<file path="src/design/netmod_settings.svh">
// Network module header path parameters
// Packet limits, channel layout and register reset values
`ifndef NETMOD_SETTINGS_SVH
`define NETMOD_SETTINGS_SVH

// Largest accepted packet length in bytes
`define NETMOD_PKT_MTU 16383
`define NETMOD_LEN_WIDTH 14

// DMA channel count, must be a power of two
`define NETMOD_CHANNELS 8
`define NETMOD_CHAN_WIDTH 3

`define NETMOD_META_WIDTH 8

// Register reset values
`define NETMOD_CTRL_RESET 2'b11
`define NETMOD_MIN_LEN_RESET 64
`define NETMOD_CHAN_BASE_RESET 0

`endif

</file>
<file path="src/design/netmod_pkg.sv">
// Shared types and MI register map for the network module header path
`include "netmod_settings.svh"

package netmod_pkg;

    typedef logic [`NETMOD_LEN_WIDTH-1:0]  pktLen_t;
    typedef logic [`NETMOD_CHAN_WIDTH-1:0] dmaChannel_t;
    typedef logic [`NETMOD_META_WIDTH-1:0] pktMeta_t;
    typedef logic [31:0]                   miAddr_t;
    typedef logic [31:0]                   miData_t;
    typedef logic [31:0]                   pktCount_t;

    // ========================================
    // MI register map
    // ========================================
    localparam miAddr_t regCtrl     = 32'h00;
    localparam miAddr_t regMinLen   = 32'h04;
    localparam miAddr_t regChanBase = 32'h08;
    localparam miAddr_t regRxPkts   = 32'h10;
    localparam miAddr_t regRxDisc   = 32'h14;
    localparam miAddr_t regTxPkts   = 32'h18;
    localparam miAddr_t regTxDrop   = 32'h1C;
    localparam miAddr_t regCntClr   = 32'h20;

endpackage

</file>
<file path="src/design/rxHeaderPath.sv">
// Receive header stage, Ethernet to DMA
// Picks the DMA channel and flags headers to be discarded
`timescale 1ns/1ps
`include "netmod_settings.svh"

module rxHeaderPath import netmod_pkg::*; (
    input  logic        clk,
    input  logic        rstN,

    // Ethernet receive headers
    input  logic        ethRxValid,
    input  pktLen_t     ethRxLength,
    input  pktMeta_t    ethRxMeta,
    input  logic        ethRxError,

    // Control levels from the register file
    input  logic        rxEnable,
    input  pktLen_t     minLength,
    input  dmaChannel_t channelBase,

    // DMA receive headers
    output logic        dmaRxValid,
    output pktLen_t     dmaRxLength,
    output dmaChannel_t dmaRxChannel,
    output pktMeta_t    dmaRxMeta,
    output logic        dmaRxDiscard,

    // Counter strobes
    output logic        rxCountStrobe,
    output logic        rxDiscardStrobe
);

    dmaChannel_t channelNext;
    logic        discardNext;
    logic        tooShort;
    logic        tooLong;

    // ========================================
    // Channel and discard decision
    // ========================================

    // Sum wraps by itself since the channel count is a power of two
    assign channelNext = dmaChannel_t'(ethRxMeta[`NETMOD_CHAN_WIDTH-1:0]) + channelBase;

    assign tooShort    = ethRxLength < minLength;
    assign tooLong     = ethRxLength > pktLen_t'(`NETMOD_PKT_MTU);
    assign discardNext = ethRxError || !rxEnable || tooShort || tooLong;

    // ========================================
    // Output stage
    // ========================================
    always_ff @(posedge clk or negedge rstN) begin
        if (!rstN) begin
            dmaRxValid <= 1'b0;
        end else begin
            dmaRxValid <= ethRxValid;
        end
    end

    always_ff @(posedge clk) begin
        if (ethRxValid) begin
            dmaRxLength  <= ethRxLength;
            dmaRxChannel <= channelNext;
            dmaRxMeta    <= ethRxMeta;
            dmaRxDiscard <= discardNext;
        end
    end

    // Counters see the header on the cycle it arrives
    assign rxCountStrobe   = ethRxValid;
    assign rxDiscardStrobe = ethRxValid && discardNext;

endmodule

</file>
<file path="src/design/txHeaderPath.sv">
// Transmit header stage, DMA to Ethernet
// Strips the DMA channel and drops headers while transmit is disabled
`timescale 1ns/1ps

module txHeaderPath import netmod_pkg::*; (
    input  logic        clk,
    input  logic        rstN,

    // DMA transmit headers
    input  logic        dmaTxValid,
    input  pktLen_t     dmaTxLength,
    input  dmaChannel_t dmaTxChannel,
    input  pktMeta_t    dmaTxMeta,

    input  logic        txEnable,

    // Ethernet transmit headers
    output logic        ethTxValid,
    output pktLen_t     ethTxLength,
    output pktMeta_t    ethTxMeta,

    // Counter strobes
    output logic        txCountStrobe,
    output logic        txDropStrobe
);

    logic passHeader;

    // Channel is not part of the Ethernet header and is not stored
    assign passHeader = dmaTxValid && txEnable;

    always_ff @(posedge clk or negedge rstN) begin
        if (!rstN) begin
            ethTxValid <= 1'b0;
        end else begin
            ethTxValid <= passHeader;
        end
    end

    always_ff @(posedge clk) begin
        if (passHeader) begin
            ethTxLength <= dmaTxLength;
            ethTxMeta   <= dmaTxMeta;
        end
    end

    assign txCountStrobe = passHeader;
    assign txDropStrobe  = dmaTxValid && !txEnable;

endmodule

</file>
<file path="src/design/miRegisters.sv">
// MI register file with control registers and packet counters
`timescale 1ns/1ps
`include "netmod_settings.svh"

module miRegisters import netmod_pkg::*; (
    input  logic        clk,
    input  logic        rstN,

    // MI bus
    input  miAddr_t     miAddr,
    input  miData_t     miDwr,
    input  logic        miWr,
    input  logic        miRd,
    output miData_t     miDrd,
    output logic        miDrdy,

    // Event strobes from the header paths
    input  logic        rxCountStrobe,
    input  logic        rxDiscardStrobe,
    input  logic        txCountStrobe,
    input  logic        txDropStrobe,

    // Control levels
    output logic        rxEnable,
    output logic        txEnable,
    output pktLen_t     minLength,
    output dmaChannel_t channelBase
);

    localparam logic [1:0] ctrlReset = `NETMOD_CTRL_RESET;

    logic      [3:0] cntStrobe;
    logic            cntClear;
    pktCount_t       counters [4];
    miData_t         rdData;

    // ========================================
    // Control registers
    // ========================================
    always_ff @(posedge clk or negedge rstN) begin
        if (!rstN) begin
            rxEnable    <= ctrlReset[0];
            txEnable    <= ctrlReset[1];
            minLength   <= pktLen_t'(`NETMOD_MIN_LEN_RESET);
            channelBase <= dmaChannel_t'(`NETMOD_CHAN_BASE_RESET);
        end else if (miWr) begin
            case (miAddr)
                regCtrl: begin
                    rxEnable <= miDwr[0];
                    txEnable <= miDwr[1];
                end
                regMinLen:   minLength   <= miDwr[`NETMOD_LEN_WIDTH-1:0];
                regChanBase: channelBase <= miDwr[`NETMOD_CHAN_WIDTH-1:0];
                default: ;
            endcase
        end
    end

    // ========================================
    // Packet counters
    // ========================================

    // Order: rx packets, rx discards, tx packets, tx drops
    assign cntStrobe = {txDropStrobe, txCountStrobe, rxDiscardStrobe, rxCountStrobe};
    assign cntClear  = miWr && (miAddr == regCntClr);

    always_ff @(posedge clk or negedge rstN) begin
        if (!rstN) begin
            for (int i = 0; i < 4; i++) begin
                counters[i] <= '0;
            end
        end else begin
            for (int i = 0; i < 4; i++) begin
                // Clear wins over a same-cycle event
                if (cntClear) begin
                    counters[i] <= '0;
                end else if (cntStrobe[i]) begin
                    counters[i] <= counters[i] + pktCount_t'(1);
                end
            end
        end
    end

    // ========================================
    // Read path
    // ========================================
    always_comb begin
        case (miAddr)
            regCtrl:     rdData = {30'd0, txEnable, rxEnable};
            regMinLen:   rdData = miData_t'(minLength);
            regChanBase: rdData = miData_t'(channelBase);
            regRxPkts:   rdData = counters[0];
            regRxDisc:   rdData = counters[1];
            regTxPkts:   rdData = counters[2];
            regTxDrop:   rdData = counters[3];
            default:     rdData = '0;
        endcase
    end

    always_ff @(posedge clk or negedge rstN) begin
        if (!rstN) begin
            miDrdy <= 1'b0;
        end else begin
            miDrdy <= miRd;
        end
    end

    always_ff @(posedge clk) begin
        if (miRd) begin
            miDrd <= rdData;
        end
    end

endmodule

</file>
<file path="src/design/netmodTop.sv">
// Network module header path top level
// Joins the receive and transmit header stages with the MI register file
`timescale 1ns/1ps

module netmodTop import netmod_pkg::*; (
    input  logic        clk,
    input  logic        rstN,

    input  logic        ethRxValid,
    input  pktLen_t     ethRxLength,
    input  pktMeta_t    ethRxMeta,
    input  logic        ethRxError,

    output logic        dmaRxValid,
    output pktLen_t     dmaRxLength,
    output dmaChannel_t dmaRxChannel,
    output pktMeta_t    dmaRxMeta,
    output logic        dmaRxDiscard,

    input  logic        dmaTxValid,
    input  pktLen_t     dmaTxLength,
    input  dmaChannel_t dmaTxChannel,
    input  pktMeta_t    dmaTxMeta,

    output logic        ethTxValid,
    output pktLen_t     ethTxLength,
    output pktMeta_t    ethTxMeta,

    input  miAddr_t     miAddr,
    input  miData_t     miDwr,
    input  logic        miWr,
    input  logic        miRd,
    output miData_t     miDrd,
    output logic        miDrdy
);

    logic        rxEnable;
    logic        txEnable;
    pktLen_t     minLength;
    dmaChannel_t channelBase;
    logic        rxCountStrobe;
    logic        rxDiscardStrobe;
    logic        txCountStrobe;
    logic        txDropStrobe;

    rxHeaderPath u_rxHeaderPath (
        .clk             (clk),
        .rstN            (rstN),
        .ethRxValid      (ethRxValid),
        .ethRxLength     (ethRxLength),
        .ethRxMeta       (ethRxMeta),
        .ethRxError      (ethRxError),
        .rxEnable        (rxEnable),
        .minLength       (minLength),
        .channelBase     (channelBase),
        .dmaRxValid      (dmaRxValid),
        .dmaRxLength     (dmaRxLength),
        .dmaRxChannel    (dmaRxChannel),
        .dmaRxMeta       (dmaRxMeta),
        .dmaRxDiscard    (dmaRxDiscard),
        .rxCountStrobe   (rxCountStrobe),
        .rxDiscardStrobe (rxDiscardStrobe)
    );

    txHeaderPath u_txHeaderPath (
        .clk           (clk),
        .rstN          (rstN),
        .dmaTxValid    (dmaTxValid),
        .dmaTxLength   (dmaTxLength),
        .dmaTxChannel  (dmaTxChannel),
        .dmaTxMeta     (dmaTxMeta),
        .txEnable      (txEnable),
        .ethTxValid    (ethTxValid),
        .ethTxLength   (ethTxLength),
        .ethTxMeta     (ethTxMeta),
        .txCountStrobe (txCountStrobe),
        .txDropStrobe  (txDropStrobe)
    );

    miRegisters u_miRegisters (
        .clk             (clk),
        .rstN            (rstN),
        .miAddr          (miAddr),
        .miDwr           (miDwr),
        .miWr            (miWr),
        .miRd            (miRd),
        .miDrd           (miDrd),
        .miDrdy          (miDrdy),
        .rxCountStrobe   (rxCountStrobe),
        .rxDiscardStrobe (rxDiscardStrobe),
        .txCountStrobe   (txCountStrobe),
        .txDropStrobe    (txDropStrobe),
        .rxEnable        (rxEnable),
        .txEnable        (txEnable),
        .minLength       (minLength),
        .channelBase     (channelBase)
    );

endmodule

</file>
<file path="config.mk">
export PLATFORM = sky130hd
export DESIGN_NAME = netmodTop
export DESIGN_NICKNAME = d
export VERILOG_FILES = /design/src/design/netmod_pkg.sv /design/src/design/rxHeaderPath.sv /design/src/design/txHeaderPath.sv /design/src/design/miRegisters.sv /design/src/design/netmodTop.sv
export VERILOG_INCLUDE_DIRS = /design/src /design/src/design
export SDC_FILE = /design/constraint.sdc
export NUM_CORES = 1
export LEC_CHECK = 0
export BUFFER_PORTS_ARGS = -buffer_cell sky130_fd_sc_hd__buf_2
export CORE_MARGIN = 4
export CORE_UTILIZATION = 50
export CTS_CLUSTER_DIAMETER = 200
export DETAILED_ROUTE_END_ITERATION = 8
export PLACE_DENSITY = 0.75
export SLEW_MARGIN = 20
export SYNTH_ARGS = -nofsm -noshare
export SYNTH_HDL_FRONTEND = slang
export SYNTH_SLANG_ARGS = --single-unit
</file>
<file path="constraint.sdc">
create_clock -name clk -period 2.82 [get_ports clk]
set_input_delay 0.564 -clock clk [delete_from_list [all_inputs] [get_ports clk]]
set_output_delay 0.564 -clock clk [all_outputs]
set_load 0.02 [all_outputs]
</file>
==> impl_metrics.yaml <==
run:
  drv_cap: 0
worst_setup_path:
  startpoint_type: "flop"
  slowest_stage: "dfstp_2"
  cpPeakStageDelay_ns: 0.54
  path_cells: "inv_1 -> ha_1 -> a21o_1 -> a221o_1 -> a211oi_2 -> buf_4 -> o211ai_1 -> buf_6 -> or4_1 -> a21oi_1"
  required_ns: 3.26
  crit_type: "reg -> reg"
  arrival_ns: 3.14
  path_max_fanout: 11
  end_kind: "flop"
yosys:
  synth_seq_area_share: 0.569
  ys.flop_type: "dfrtp_1"
  synth_edf_count: 80
  ys_ff_latch: 230
  async_reset_ff_frac: 0.652
  synth_nets: 1129
  netlist_instances: 992
  syn_avg_cell_area_um2: 10.9
  yosysUniqueCellTypes: 53
  synth_area_mm2: 0.0108
  yosysWarnings: 0
worst_hold_path:
  min_path_type: "in -> async"
placed_design:
  place_congestion: 0.845
  post-place-cells: 1437
  post-dp-hpwl_um: 18600
  dpl_worst_slack_ns: -0.139
  portBuffers: 179
  dpl-instance-area_mm2: 0.0122
cells_and_area:
  fillers: 1625
  area_delta_synth_final_pct: 21.9
  final_cells: 1488
  antenna-diode-count: 0
  fin_nets: 1330
  regArea_mm2: 0.00616
  multi_input_area_mm2: 0.00441
  post-route-util: 0.624
  drive_gt1_frac: 0.248
  design_area_mm2: 0.0132
power:
  p_per_area_mw_per_mm2: 620
  power_leakage_nw: 5.60
  max-vdd-ir-drop_mv: 0.337
clocking:
  cts_tree: "yes"
  htreeDepth: 1
  clock_path_buffers: 3
  path_clk_slew_ns: 0.06
  root_buffer: "clkbuf_16"
  cts_hold_buf: 0
  numCtsBuffers: 26
  cts_sinks: 230
  clk_latency_ns: 0.52
timing:
  fin_ws_ns: 0.124
  worst_pin_slew_ns: 0.802
  finalClockSkew_ns: 0.00823
  fmax_mhz: 371
  slew_viol_final: 0
  finalSetupViolations: 0
  hold_viol: 0
  fin_crit_sh: 0.956
  period_minus_slack_ns: 2.70
  slew_headroom: 0.466
  rsz0062_at_grt: "no"
grt:
  grt_pass1_vias: 8209
  grt_first_pass_wirelength_um: 42500
  grt_max_degree: 61
  antenna_found_initial: 0
  track_usage: 0.214
  grt_overflow: 0
drt:
  drc: 0
  wl_per_cell_um: 17.8
  viasPerCell: 5.70
  ant_nets: 0
  vias: 8483
  dr.pass1.iters: 7
  drt_iter0_drc: 764
  postRouteWirelength_um: 26500
floorplan:
  dieArea_mm2: 0.0241
  die_h_um: 155
  core-area_mm2: 0.0212
  io_pins: 201
  rows: 53
  start_util: 0.512
  die_x_um: 155
outcome:
  outcome: "complete, no violations"
## final timing paths
check | cells past startpoint | start | slack [ns] | to
setup / recovery | 10 | u_miRegisters.minLength[6] | 0.12 | u_miRegisters.counters[83]
hold / removal | 1 | rstN | 0.03 | u_miRegisters.counters[124]
setup reg to reg | 10 | u_miRegisters.minLength[6] | 0.12 | u_miRegisters.counters[83]
hold reg to reg | 1 | u_miRegisters.minLength[3] | 0.54 | u_miRegisters.minLength[3]
max in group asynchronous | 2 | rstN | 2.04 | u_miRegisters.rxEnable
min in group clk | 1 | dmaTxMeta[3] | 0.22 | u_txHeaderPath.ethTxMeta[3]
## state kept, by name, indices dropped and copies added, names as in the netlist, 3 cells and up
| signal | count |
|---|---|
| u_miRegisters.channelBase | 3 |
| u_miRegisters.counters | 128 |
| u_miRegisters.miDrd | 32 |
| u_miRegisters.minLength | 14 |
| u_rxHeaderPath.dmaRxChannel | 3 |
| u_rxHeaderPath.dmaRxLength | 14 |
| u_rxHeaderPath.dmaRxMeta | 8 |
| u_txHeaderPath.ethTxLength | 14 |
| u_txHeaderPath.ethTxMeta | 8 |
## layout by cell type, fill, tap and decap left out, types with 18 or more instances in the layout
cell type and count:
xnor2_1 35, dfrtp_1 147, nand3_1 39, ha_1 18
nand4_1 31, buf_2 179, buf_4 26, nor2_1 111
xor2_1 52, nand2_1 70, mux2_2 18, o21ai_0 42
a22oi_1 36, or3_1 28, a21oi_1 59, clkbuf_16 27
edfxtp_1 80, inv_1 34
## cells by family after synthesis
| group | Yosys count | synth area share |
|---|---|---|
| XOR/XNOR | 87 | 0.0704 |
| AO/OA/AOI/OAI | 186 | 0.109 |
| flip-flops | 230 | 0.569 |
| adder cells (fa/ha/maj) | 19 | 0.0226 |
| buffers and inverters | 75 | 0.0262 |
| AND/OR/NAND/NOR | 370 | 0.175 |
| multiplexers | 25 | 0.0275 |
## worst max-delay path, delay by kind of cell (launching register included)
family | cells | cell delay [ns]
flops | 1 | 0.54
compound gates | 5 | 1.04
buf+inv | 3 | 0.39
fa+ha+maj | 1 | 0.17
simple gates | 1 | 0.47
## cell type report
class                   instances  area share
repair buffers                214      0.0943
multi-input cells             687       0.334
inverters                      34     0.00967
flip-flops and latches        230       0.467
well taps                     275      0.0261
clock inverters                13      0.0127
clock buffers                  35      0.0565
## per-stage QoR
stage	setup TNS [ns]	hold WS, ns	total power, mW
5_1_grt	0	0.0571	8.52
2_1_floorplan	0	0.268	4.36
4_1_cts	0	0.0474	8.25
3_5_place_dp	-0.891	0.521	4.71
6_report	0	0.0341	8.19
3_3_place_gp	-0.186	0.519	4.67
## report_power, final
part	total [mW]	switching [mW]	internal, mW
combinational	0.727	0.415	0.312
clock	3.53	1.32	2.21
sequential	3.93	0.254	3.68
total	8.19	1.99	6.20
## cells in the mapped netlist, drive strengths merged, types with 12 or more instances
| cell type | instances | area share |
|---|---|---|
| a21oi | 60 | 0.028 |
| a221oi | 12 | 0.0097 |
| a22o | 13 | 0.011 |
| a22oi | 36 | 0.025 |
| and3 | 17 | 0.0098 |
| clkbuf | 38 | 0.013 |
| dfrtp | 147 | 0.34 |
| edfxtp | 80 | 0.22 |
| ha | 18 | 0.021 |
| inv | 34 | 0.012 |
| mux2 | 18 | 0.019 |
| nand2 | 70 | 0.024 |
| nand3 | 39 | 0.018 |
| nand4 | 33 | 0.020 |
| nor2 | 112 | 0.039 |
| nor3 | 14 | 0.0065 |
| o21ai | 43 | 0.020 |
| or3 | 32 | 0.019 |
| xnor2 | 35 | 0.028 |
| xor2 | 52 | 0.042 |
## timing repair
action / CTS / global route
endpoints found under the hold margin: 0 / 0
setup buffers: 0 / 2
resized for setup: 0 / 4
setup endpoints to repair: 0 / 7
## metal layers
metal	up-vias	part of all wire	global-route usage	wire [µm]
li1	4022	-	-	-
met1	4162	0.43	0.301	11500
met2	264	0.48	0.357	12800
met3	35	0.066	0.0292	1750
met4	0	0.018	0.0467	482
met5	-	0	0	0
Note: power is estimated with default switching activity, not from simulation.
